===== config.mk =====
export PLATFORM = sky130hd
export DESIGN_NAME = hostDraw
export DESIGN_NICKNAME = d
export VERILOG_FILES = /design/src/source/framePkg.sv /design/src/source/hostDraw.sv
export VERILOG_INCLUDE_DIRS = /design/src /design/src/include
export SDC_FILE = /design/constraint.sdc
export NUM_CORES = 1
export LEC_CHECK = 0
export CAP_MARGIN = 40
export CORE_UTILIZATION = 43
export DETAILED_ROUTE_END_ITERATION = 8
export DONT_BUFFER_PORTS = 1
export HOLD_SLACK_MARGIN = 0.1
export PLACE_DENSITY = 0.66
export SLEW_MARGIN = 25
export SYNTH_ARGS = -nofsm -noshare
export SYNTH_HDL_FRONTEND = slang
export SYNTH_SLANG_ARGS = --single-unit

===== constraint.sdc =====
create_clock -name Clock -period 2.1 [get_ports Clock]
set_clock_uncertainty 0.05 [all_clocks]
set_input_delay 0.105 -clock Clock [delete_from_list [all_inputs] [get_ports Clock]]
set_output_delay 0.105 -clock Clock [all_outputs]
set_load 0.02 [all_outputs]

===== src/include/video_cfg.svh =====
// Fixed 640x480 at 60 Hz from a 25.175 MHz pixel clock; other modes need edits to these values
`ifndef VIDEO_CFG_SVH
`define VIDEO_CFG_SVH

// Horizontal timing in pixel clocks
`define H_ACTIVE 640
`define H_FRONT 16
`define H_SYNC 96
`define H_BACK 48

// Vertical timing in lines
`define V_ACTIVE 480
`define V_FRONT 10
`define V_SYNC 2
`define V_BACK 33

// Full line and frame lengths
`define H_TOTAL (`H_ACTIVE + `H_FRONT + `H_SYNC + `H_BACK)
`define V_TOTAL (`V_ACTIVE + `V_FRONT + `V_SYNC + `V_BACK)

// Cells are 8x8 pixels
`define CELL_SHIFT 3

// Visible cell grid
`define GRID_COLS 80
`define GRID_ROWS 60

// Row stride of 128 cells, 64 rows
`define ADDR_BITS 13

`endif

===== src/source/framePkg.sv =====
// Memory-side types; colour is 3 bits and the cell address uses a row stride of 128
`default_nettype none

package framePkg;

	// Row in the high bits, column in the low bits
	typedef struct packed {
		logic [5:0] row;
		logic [6:0] column;
	} cellAddr;

	// One bit per gun, red in bit 0
	typedef struct packed {
		logic blue;
		logic green;
		logic red;
	} cellColour;

	// One access to the framebuffer port
	typedef struct packed {
		logic valid;
		logic write;
		cellAddr address;
		cellColour data;
	} memRequest;

	typedef enum logic {
		OpPlot,
		OpFill
	} drawOp;

	// Command from the host; column and row are ignored by a fill
	typedef struct packed {
		drawOp op;
		logic [6:0] column;
		logic [5:0] row;
		cellColour colour;
	} drawCommand;

endpackage

`default_nettype wire


===== src/source/hostDraw.sv =====
// One command at a time; strobes while busy are dropped and a fill covers only the visible grid
`timescale 1ns/1ps
`default_nettype none

`include "video_cfg.svh"

module hostDraw (
	input  wire Clock,
	input  wire Reset,
	input  wire DrawStrobe_i,
	input  framePkg::drawCommand DrawCommand_i,
	output framePkg::memRequest DrawRequest_o,
	input  wire DrawGrant_i,
	output logic DrawBusy_o
);

	typedef enum logic [1:0] {
		DrawIdle,
		DrawPlot,
		DrawFill
	} drawState;

	localparam logic [6:0] LastCol = 7'(`GRID_COLS - 1);
	localparam logic [5:0] LastRow = 6'(`GRID_ROWS - 1);

	drawState state;
	logic [6:0] cursorCol;
	logic [5:0] cursorRow;
	framePkg::cellColour colour;

	// Control
	always_ff @(posedge Clock, negedge Reset) begin
		if (!Reset) begin
			state <= DrawIdle;
		end else begin
			case (state)
				DrawIdle:
					if (DrawStrobe_i)
						state <= (DrawCommand_i.op == framePkg::OpFill) ? DrawFill : DrawPlot;
				DrawPlot:
					if (DrawGrant_i)
						state <= DrawIdle;
				DrawFill:
					if (DrawGrant_i && cursorCol == LastCol && cursorRow == LastRow)
						state <= DrawIdle;
				default:
					state <= DrawIdle;
			endcase
		end
	end

	// Cursor and colour, loaded on capture
	always_ff @(posedge Clock) begin
		if (state == DrawIdle && DrawStrobe_i) begin
			colour <= DrawCommand_i.colour;
			if (DrawCommand_i.op == framePkg::OpFill) begin
				cursorCol <= '0;
				cursorRow <= '0;
			end else begin
				cursorCol <= DrawCommand_i.column;
				cursorRow <= DrawCommand_i.row;
			end
		end else if (state == DrawFill && DrawGrant_i) begin
			// Row-major walk over the visible cells
			if (cursorCol == LastCol) begin
				cursorCol <= '0;
				cursorRow <= cursorRow + 6'd1;
			end else begin
				cursorCol <= cursorCol + 7'd1;
			end
		end
	end

	always_comb begin
		DrawRequest_o.valid = (state != DrawIdle);
		DrawRequest_o.write = 1'b1;
		DrawRequest_o.address.row = cursorRow;
		DrawRequest_o.address.column = cursorCol;
		DrawRequest_o.data = colour;
	end

	assign DrawBusy_o = (state != DrawIdle);

endmodule

`default_nettype wire


After elaboration in Yosys (flattened, before gate mapping)

Index checks and enable logic that the tools add are counted.
W data, S select, Z words.

Output and inout port bits: 19
Input bits: 21
Register bits: 18
Latch bits: 0
RAM bits: 0
Memories kept: 0
Logic and storage cells: 38
ROM bits: 0

$lt $le $gt $ge: 0
Mux-type cells: 13
$add $sub $neg: 2
Reductions and logical operators: 10
Divide/modulo/power cells: 0
Shift-type cells: 0
Eq/ne operators: 7
Bitwise gates (word level): 0
Multiply operators: 0

Operators by type and width:

| kind                  | count |
|---|---|
| $mux W7               | 4 |
| $mux W6               | 4 |
| $mux W2               | 4 |
| $add A7 B1 Y7 const B | 1 |
| $eq A7 B7 Y1 const B  | 1 |
| $add A6 B1 Y6 const B | 1 |
| $eq A6 B6 Y1 const B  | 1 |
| $ne A2 B2 Y1 const B  | 3 |
| $pmux W2 S3           | 1 |
| $reduce_bool A2 Y1    | 3 |
| $logic_and A1 B1 Y1   | 4 |
| $reduce_and A3 Y1     | 1 |
| $eq A2 B1 Y1 const B  | 1 |
| $eq A2 B2 Y1 const B  | 1 |
| $logic_not A2 Y1      | 1 |
| $reduce_and A2 Y1     | 1 |

Longest topological paths before layout

Gate-level depths: netlist of run 1.

Depth after elaboration: 5
Gate-level depth with buffers: 5
Mapped depth without buffers: 4

Worst setup path before layout of run 1

No wires, ideal clock.

Kind: reg-to-reg
Start: register cursorCol[4]
End: register cursorRow[0], enable pin
Stages on the path, launching flop included: 4
Path slack: 334 ps
Clock period less this slack: 1,766 ps
Arrival time: 1,396 ps
Required time: 1,730 ps
Cells stage by stage: edfxtp_1 -> or3b_1 -> o21ai_1 -> and2_1

Cells in the longest elaborated chain, start to end: 3

Ends and longest elaborated chain:

| element                             | line           | source |
|---|---|---|
| start, declared                     | hostDraw.sv:27 | `logic [6:0] cursorCol;` |
| start signal, assigned              | hostDraw.sv:60 | `cursorCol <= DrawCommand_i.column;` |
| start signal, assigned              | hostDraw.sv:69 | `cursorCol <= cursorCol + 7'd1;` |
| $eq A7 B7 Y1                        | hostDraw.sv:65 | `if (cursorCol == LastCol) begin` |
| $reduce_bool A2 Y1 (no source line) | --             |  |
| $reduce_and A2 Y1 (no source line)  | --             |  |
| end signal, assigned                | hostDraw.sv:61 | `cursorRow <= DrawCommand_i.row;` |
| end signal, assigned                | hostDraw.sv:67 | `cursorRow <= cursorRow + 6'd1;` |
| end, declared                       | hostDraw.sv:28 | `logic [5:0] cursorRow;` |

No other way between the ends.
A chain may end at the register's enable or synchronous reset.

Worst setup path in the final report of run 1

Start: register state[0]
End: register state[1]

Cells in the longest elaborated chain, start to end: 3

Ends and longest elaborated chain:

| element                              | line           | source |
|---|---|---|
| start, declared                      | hostDraw.sv:26 | `drawState state;` |
| start signal, assigned               | hostDraw.sv:34 | `state <= DrawIdle;` |
| start signal, assigned               | hostDraw.sv:39 | `state <= (DrawCommand_i.op == framePkg::OpFill) ? DrawFill : DrawPlot;` |
| start signal, assigned               | hostDraw.sv:42 | `state <= DrawIdle;` |
| $eq A2 B2 Y1 (tied with other cells) | hostDraw.sv:36 | `case (state)` |
| $ne A2 B2 Y1 (no source line)        | --             |  |
| $reduce_and A3 Y1 (no source line)   | --             |  |

Several ways; a longest one is shown, not always the timed one.

==> results_dict.tcl, run 1 <==
set metrics [dict create \
    status "completed" \
    ys_ff_latch 18 \
    grt_antenna_before_repair 0 \
    ir_drop_v 0.0006073 \
    post-route-period-util_pct 96.05 \
    cts_htree_levels 1 \
    setup_viol 0 \
    synth_edf_count 16 \
    initial_core_util_pct 45.36 \
    gp_congestion 0.8491 \
    grt_max_degree 18 \
    hp-start "DrawStrobe_i" \
    seq_area_frac_synth_pct 52.87 \
    cts.path.max_buffers 2 \
    num_rows 17 \
    clk_latency_ps 290 \
    synth_cells 95 \
    ff2ff_path_depth 6 \
    setup-tns-final_ps 0 \
    antennaDiodeCount 0 \
    syn2layout_area_growth_pct 30.42 \
    finalHoldViolCount 0 \
    grt_pass1_vias 824 \
    drtPass1Iterations 4 \
    fin_crit_ps 2017 \
    numClockSinks 18 \
    min_to "cursorCol[6]" \
    crit_arrival_ps 2200 \
    wl_mm 2.247 \
    cts_root_buffer "clkbuf_4" \
    numCtsBuffers 3 \
    synth-xor-area-share_pct 5.237 \
    fin_nets 148 \
    crit_type "flop to flop" \
    rr_endpoint "state[1]" \
    slew_violations 0 \
    pwr-share-comb_pct 43.4 \
    viasPerCell 5.474 \
    cp_max_fo 17 \
    cts.clk_slew.worst_paths_ps 100 \
    rsz0062_at_grt "no" \
    seq_power_share_pct 45.6 \
    drive_gt1_share_pct 13.71 \
    num_vias 832 \
    fp.dieW_microns 50.31 \
    hp-class "input pin to flop" \
    synth-async-reset-ratio_pct 11.11 \
    die_h_microns 50.31 \
    synth_fa_ha_area_share_pct 2.494 \
    synth-simple-area-share_pct 16.71 \
    clkPwrFrac_pct 11.0 \
    ioPinCount 40 \
    synth_compound_area_share_pct 15.46 \
    switchingPower_w 0.0006682 \
    core_sq_um 2212 \
    min_path_cells 3 \
    synth_warnings 0 \
    grt.total_usage_pct 19.56 \
    post_cts_buffers 0 \
    cts_tree "built" \
    drt-wirelength-per-cell_microns 14.78 \
    synth_area_sq_um 1003 \
    maxCapViolCount 0 \
    dieArea_sq_um 2531 \
    port_buffers 0 \
    drt_iter0_drc 11 \
    p_per_area_nw_per_um2 1227 \
    post_dp_cell_area_sq_um 1057 \
    leakage_nw 0.4765 \
    drtAntennaViolNets 0 \
    cp-end-kind "flop" \
    worstReg2RegStart "state[0]" \
    grt_pass1_wl_mm 3.622 \
    synth_mux_area_share_pct 0.9975 \
    syn_nets 118 \
    internal_power_w 0.0009381 \
    overflow 0 \
    drc_errors 0 \
    synth_top_family_by_area "simple AND/OR/NAND/NOR gates" \
    dp_hpwl_mm 1.529 \
    avgSynthCellArea_sq_um 10.56 \
    swShare_pct 41.60 \
    cp-start-kind "flop" \
    fmax_ghz 0.4958 \
    final_area_sq_um 1309 \
    synth_ff_type "edfxtp_1" \
    rrSetupSlack_ps 80 \
    required_ps 2280 \
    yosys.cell_types.count 31 \
]
cells by family (layout without fill, tap and decap cells):
family | Yosys count | after routing
compound gates | 27 | 27
buf+inv | 9 | 38
flops | 18 | 18
simple gates | 31 | 31
mux | 1 | 1
xor+xnor | 6 | 6
fa+ha+maj | 2 | 2
other cells | 1 | 1
routing by layer:
metal,track usage [%],vias to the layer above,wire [microns]
li1,-,408,-
met1,23.26,384,911
met3,5.455,2,198
met2,32.67,38,1121
met5,0,-,0
met4,8.796,0,16
cell usage after synthesis, drive strengths merged, types with 2 or more instances:
library cell / n / area [sq um]
or3: 2 / 12.51
xnor2: 2 / 17.52
a31oi: 2 / 12.51
buf: 4 / 37.53
or3b: 2 / 17.52
nand3: 11 / 55.05
o21ai: 8 / 40.04
a21oi: 15 / 86.34
xor2: 4 / 35.03
inv: 4 / 17.52
ha: 2 / 25.02
edfxtp: 16 / 480.5
nand2: 6 / 22.52
nor2: 3 / 11.26
dfrtp: 2 / 50.05
per-stage QoR:
stage | hold slack [ps] | worst slack (ps) | total power [W] | utilization, % | std cells
after global routing | 248.2 | 1.528 | 0.001719 | 59.16 | 152
after floorplan | -240.6 | 333.6 | 0.001213 | - | 95
after CTS | 185.8 | 56.56 | 0.001600 | 58.94 | 152
after global placement | -240.6 | 430.0 | 0.001351 | 47.79 | 126
after detailed placement | -240.5 | 383.6 | 0.001371 | 47.79 | 126
final | 226.0 | 82.97 | 0.001606 | 59.16 | 152
power by group through the flow:
stage                     clock (W)  sequential, W  combinational, W
after CTS                  0.000182       0.000727          0.000691
after detailed placement          0       0.000736          0.000635
after global placement            0       0.000728          0.000623
after floorplan                   0       0.000808          0.000405
after global routing       0.000198       0.000754          0.000768
final                      0.000177       0.000732          0.000697
cell type report:
cell class | instances | area [sq um]
fillers | 203 | 903.4
flip-flops and latches | 18 | 530.5
multi-input cells | 68 | 419.2
repair buffers | 30 | 280.3
well taps | 28 | 35.03
clock buffers | 4 | 26.28
inverters | 4 | 17.52
sequential cells by signal, summed over array words and instances, names as in the netlist:
signal	flops
DrawRequest_o	3
state	2
cursorRow	6
cursorCol	7
how the worst max path moves through the flow:
stage                             from            to  cells after the start
after floorplan           cursorCol[4]  cursorRow[0]                      3
after global placement    cursorCol[4]  cursorRow[1]                      3
after detailed placement  cursorCol[4]  cursorRow[1]                      3
after CTS                 cursorCol[2]      state[1]                      5
after global routing          state[0]      state[1]                      6
final                         state[0]      state[1]                      6
layout by cell type (no fill, tap or decap), drive strengths merged, types with 4 or more instances in the layout:
cell type and count:
edfxtp 16, o21ai 8, buf 8, a21oi 15, dlygate4sd3 22, xor2 4
nand3 11, clkbuf 4, inv 4, nand2 6
repair_timing:
item / CTS / global route
hold buffers: 22 / 0
endpoints found under the hold margin: 20 / 0
resized for setup: 0 / 1
endpoints found under the setup margin: 0 / 1
worst max-delay path, cell delays in order (launching register included):
cell	delay, ps
dfrtp_1	440
or3b_1	410
buf_4	210
inv_4	140
nand2_1	60
o21ai_0	70
dlygate4sd3_1	570
(Power assumes the default switching activity.)
==> run 2, diff against run 1 <==
Settings changed: PLACE_DENSITY 0.66 to 0.69.
==> results_dict.tcl, run 2 (synthesized netlist as in run 1, its figures left out) <==
set metrics [dict create \
    status "completed" \
    leakage_nw 0.4764 \
    cts.path.max_buffers 2 \
    fmax_ghz 0.4975 \
    crit_family "buffers and inverters" \
    p_per_area_nw_per_um2 1238 \
    cts_tree "built" \
    critPathCapture "state[1]" \
    switchingPower_w 0.0006789 \
    cts_root_buffer "clkbuf_4" \
    syn2layout_area_growth_pct 30.17 \
    cp-end-kind "flop" \
    numClockSinks 18 \
    clk_latency_ps 290 \
    viasPerCell 5.592 \
    drc_errors 0 \
    cp_cell_sequence "or3b_1 > buf_4 > inv_6 > nand2_1 > o21ai_0 > dlygate4sd3_1" \
    grt.total_usage_pct 19.88 \
    dieArea_sq_um 2531 \
    crit_type "flop to flop" \
    clkPwrFrac_pct 10.6 \
    die_h_microns 50.31 \
    fin_crit_ps 2010 \
    top_register "cursorCol" \
    drtPass1Iterations 4 \
    internal_power_w 0.0009387 \
    final_common_cell "dlygate4sd3_1" \
    num_vias 850 \
    setup_viol 0 \
    required_ps 2280 \
    rr_endpoint "state[1]" \
    numCtsBuffers 3 \
    post-route-period-util_pct 95.72 \
    cts.clk_slew.worst_paths_ps 100 \
    initial_core_util_pct 45.36 \
    cts_htree_levels 1 \
    cp_max_fo 17 \
    port_buffers 0 \
    setup-tns-final_ps 0 \
    rsz0062_at_grt "no" \
    antennaDiodeCount 0 \
    gp_congestion 0.8423 \
    path_buf_inv 3 \
    worstReg2RegStart "state[0]" \
    crit_arrival_ps 2190 \
    maxCapViolCount 0 \
    grt_pass1_wl_mm 3.712 \
    seq_power_share_pct 44.1 \
    overflow 0 \
    grt_pass1_vias 823 \
    hp-class "input pin to flop" \
    drive_gt1_share_pct 12.90 \
    ff2ff_path_depth 6 \
    preCtsSetupSlack_ps 361.0 \
    fin_nets 148 \
    rrSetupSlack_ps 90 \
    ioPinCount 40 \
    grt_antenna_before_repair 0 \
    largest_reg_flops 7 \
    post_cts_buffers 0 \
    drt-wirelength-per-cell_microns 15.57 \
    timing.final.ws_setup_ps 89.82 \
    drt_iter0_drc 14 \
    cp.depth 6 \
    min_path_cells 3 \
    grt_max_degree 18 \
    wl_mm 2.366 \
    pwr-share-comb_pct 45.3 \
    final_cell_mix "dlygate4sd3_1 (22), edfxtp_1 (16), a21oi_1 (12)" \
    ir_drop_v 0.0007070 \
    core_sq_um 2212 \
    swShare_pct 41.97 \
    slew_violations 0 \
    drtAntennaViolNets 0 \
    startpoint "state[0]" \
    cpPeakStageDelay_ps 570 \
    num_rows 17 \
    slowest_stage "dlygate4sd3_1" \
    cp-start-kind "flop" \
    fin_util_pct 59.05 \
    fp.dieW_microns 50.31 \
    dp_hpwl_mm 1.590 \
    finalHoldViolCount 0 \
]
## run 2: cell count changes in the layout (fill, tap and decap cells not counted), sizes merged
cell,change
clkbuf,-1
clkinv,+1
## run 2: final cells by class
| cell class | instances | area [sq um] |
|---|---|---|
| clock buffer | 3 | 22.52 |
| clock inverter | 1 | 3.754 |
| fill | 202 | 905.9 |
| inverter | 4 | 20.02 |
| multi-input combinational | 68 | 414.1 |
| sequential | 18 | 530.5 |
| tap | 28 | 35.03 |
| timing repair buffer | 30 | 280.3 |
## run 2: per-layer routing
layer	vias up	track usage, %	share of wire (%)
li1	407	-	-
met1	405	23.68	43
met2	34	35.11	49
met3	4	4.242	6.3
met4	0	6.944	0.97
met5	-	0	0
## run 2: worst min-delay path: cells and delay by family
kind / cells / cell delay, ps
buf+inv: 1 / 170
simple gates: 1 / 100
mux: 1 / 60
## run 2: how the worst min path moves through the flow
stage | end | startpoint
floorplan | state[0] | Reset
global placement | state[0] | Reset
detailed placement | state[1] | Reset
CTS | cursorCol[6] | DrawStrobe_i
global route | cursorCol[4] | DrawStrobe_i
finish | cursorCol[4] | DrawStrobe_i
## run 2: per-stage QoR
stage                     instances  hold WS [ps]  cell area, sq um  power, W
after global routing            152         253.4              1306  0.001724
final                           152         233.5              1306  0.001618
after global placement          126        -240.5              1057  0.001361
after CTS                       152         200.6              1304  0.001615
after floorplan                  95        -240.6              1003  0.001213
after detailed placement        126        -240.5              1057  0.001393
## run 2: power by group through the flow
stage          Clock (W)  Combinational [W]  Sequential [W]
2_1_floorplan          0           0.000405        0.000808
3_3_place_gp           0           0.000652        0.000709
3_5_place_dp           0           0.000674        0.000719
4_1_cts         0.000176           0.000728        0.000711
5_1_grt         0.000190           0.000803        0.000731
6_report        0.000172           0.000732        0.000714
## run 2: timing repair
action / 4_1_cts / 5_1_grt
gates resized for setup: 0 / 1
hold buffers: 22 / 0
setup endpoints to repair: 0 / 1
hold endpoints to repair: 20 / 0
==> run 3, diff against run 2 <==
Settings changed: ABC_AREA set to 1, CORE_UTILIZATION 43 to 35, PLACE_DENSITY 0.69 to 0.6.
==> results_dict.tcl, run 3 <==
set metrics [dict create \
    slowest_stage "edfxtp_1" \
    final_cell_mix "nand2_1 (50), dlygate4sd3_1 (21), edfxtp_1 (16)" \
    cts.clk_slew.worst_paths_ps 100 \
    grt_max_degree 14 \
    violations "DRC" \
    synth.top_cell.area_share_pct 45.66 \
    synth-xor-area-share_pct 0.8323 \
    drtPass1Iterations 6 \
    grt_pass1_wl_mm 3.774 \
    syn_nets 149 \
    synth-simple-area-share_pct 32.70 \
    cp_cell_sequence "ha_1 > nand3_2 > nor2_2 > nor2_2 > a21oi_2" \
    gp_congestion 0.7831 \
    synth_top_family_by_area "simple AND/OR/NAND/NOR gates" \
    synth_edf_count 16 \
    synth_ff_type "edfxtp_1" \
    cp-start-kind "flop" \
    path_buf_inv 0 \
    drc_errors 6 \
    numClockSinks 18 \
    synth-async-reset-ratio_pct 11.11 \
    seq_area_frac_synth_pct 50.42 \
    post-route-period-util_pct 79.64 \
    rrSetupSlack_ps 430 \
    rr_endpoint "cursorRow[4]" \
    fin_nets 174 \
    drt_iter0_drc 28 \
    ys_top_cells_by_count "nand2_1 (50), edfxtp_1 (16), nand3_1 (13), inv_1 (12), nor2_1 (4)" \
    post_cts_buffers 0 \
    drtAntennaViolNets 0 \
    crit_arrival_ps 1600 \
    synth_most_common_cell "nand2_1" \
    dieArea_sq_um 3230 \
    numCtsBuffers 3 \
    cts.path.max_buffers 2 \
    maxCapViolCount 0 \
    slew_violations 0 \
    grt_pass1_vias 894 \
    yosys.cell_types.count 23 \
    synth.area.top_cells "edfxtp_1 (46%), nand2_1 (18%), nand3_1 (6.2%)" \
    finalHoldViolCount 0 \
    setup_viol 0 \
    setup-tns-final_ps 0 \
    num_rows 19 \
    cts_tree "built" \
    clk_latency_ps 290 \
    min_path_cells 3 \
    hp-start "DrawCommand_i[16]" \
    rsz0062_at_grt "no" \
    synth_mux_area_share_pct 0 \
    ir_drop_v 0.0005878 \
    ys_ff_latch 18 \
    viasPerCell 4.901 \
    num_vias 887 \
    synth_compound_area_share_pct 4.756 \
    final_common_cell "nand2_1" \
    port_buffers 0 \
    status "complete, but fails checks" \
    cp_max_fo 6 \
    drt-wirelength-per-cell_microns 12.68 \
    cp-end-kind "flop" \
    wl_mm 2.295 \
    worstReg2RegStart "cursorCol[1]" \
    ioPinCount 40 \
    fp.dieW_microns 56.83 \
    ff2ff_path_depth 5 \
    fmax_ghz 0.5979 \
    syn2layout_area_growth_pct 25.09 \
    leakage_nw 0.5907 \
    cts_root_buffer "clkbuf_4" \
    synth_cells 126 \
    synth_largest_area_cell "edfxtp_1" \
    grt_antenna_before_repair 0 \
    antennaDiodeCount 0 \
    synth_area_sq_um 1052 \
    grt.total_usage_pct 15.56 \
    path_common_cell "nor2_2" \
    synth_warnings 0 \
    core_sq_um 2805 \
    dp_hpwl_mm 1.616 \
    avgSynthCellArea_sq_um 8.351 \
    crit_type "flop to flop" \
    largest_reg_flops 7 \
    drive_gt1_share_pct 11.33 \
    p_per_area_nw_per_um2 1224 \
    synth_fa_ha_area_share_pct 2.378 \
    required_ps 2020 \
    overflow 0 \
    initial_core_util_pct 37.51 \
    cts_htree_levels 1 \
    min_to "cursorCol[1]" \
    cpPeakStageDelay_ps 360 \
    fin_crit_ps 1673 \
    fin_hold_ws_ps 125.0 \
    die_h_microns 56.83 \
    top_register "cursorCol" \
    hp-class "input pin to flop" \
    crit_family "simple AND/OR/NAND/NOR gates" \
]
run 3: power breakdown:
part | total [W] | switching, W | internal (W)
clock network | 0.000178 | 0.000104 | 0.0000740
registers | 0.000769 | 0.000192 | 0.000577
logic | 0.000664 | 0.000432 | 0.000232
run 3: tightest hold or removal path, stage by stage:
cell and delay (ps):
nor2_2 90, nand2_1 80, nand2_1 40
run 3: worst max path at each step:
stage	startpoint	to	slack (ps)	depth (start not counted)
after global placement	cursorCol[4]	cursorRow[3]	490	5
after floorplan	cursorCol[0]	cursorRow[0]	360	5
after CTS	cursorCol[1]	cursorRow[4]	430	5
final	cursorCol[1]	cursorRow[4]	430	5
after detailed placement	cursorCol[1]	cursorRow[1]	450	5
after global routing	cursorCol[0]	cursorRow[4]	290	5
run 3: per-layer routing:
| metal | track usage [%] | wire (microns) |
|---|---|---|
| met5 | 0 | 0 |
| met4 | 4.181 | 34 |
| met3 | 5.991 | 186 |
| met2 | 27.89 | 1068 |
| met1 | 17.05 | 1006 |
run 3: metrics by stage:
step | instance area, sq um | cells | setup slack (ps) | total power [W] | utilization [%]
CTS | 1316 | 181 | 427.6 | 0.001624 | 46.92
floorplan | 1052 | 126 | 364.2 | 0.001266 | -
finish | 1316 | 181 | 427.5 | 0.001611 | 46.92
global placement | 1080 | 156 | 488.9 | 0.001398 | 38.49
global route | 1316 | 181 | 294.6 | 0.001746 | 46.92
detailed placement | 1080 | 156 | 451.5 | 0.001409 | 38.49
run 3: final cells by class:
cell class	instances	area [sq um]
Timing Repair Buffer	24	232.7
Sequential cell	18	530.5
Tap cell	31	38.79
Fill cell	288	1489
Inverter	15	56.30
Multi-Input combinational cell	89	431.7
Clock buffer	4	26.28
run 3: timing repair:
action / 4_1_cts / 5_1_grt
hold buffers: 21 / 0
gates resized for setup: 0 / 0
hold endpoints to repair: 20 / 0
run 3: cell families (layout without fill, tap and decap cells):
family                   count (synthesis)  in the layout
AND/OR/NAND/NOR                         77             77
flip-flops                              18             18
XOR/XNOR                                 1              1
adder cells (fa/ha/maj)                  2              2
AO/OA/AOI/OAI                            8              8
buffers and inverters                   19             43
other                                    1              1
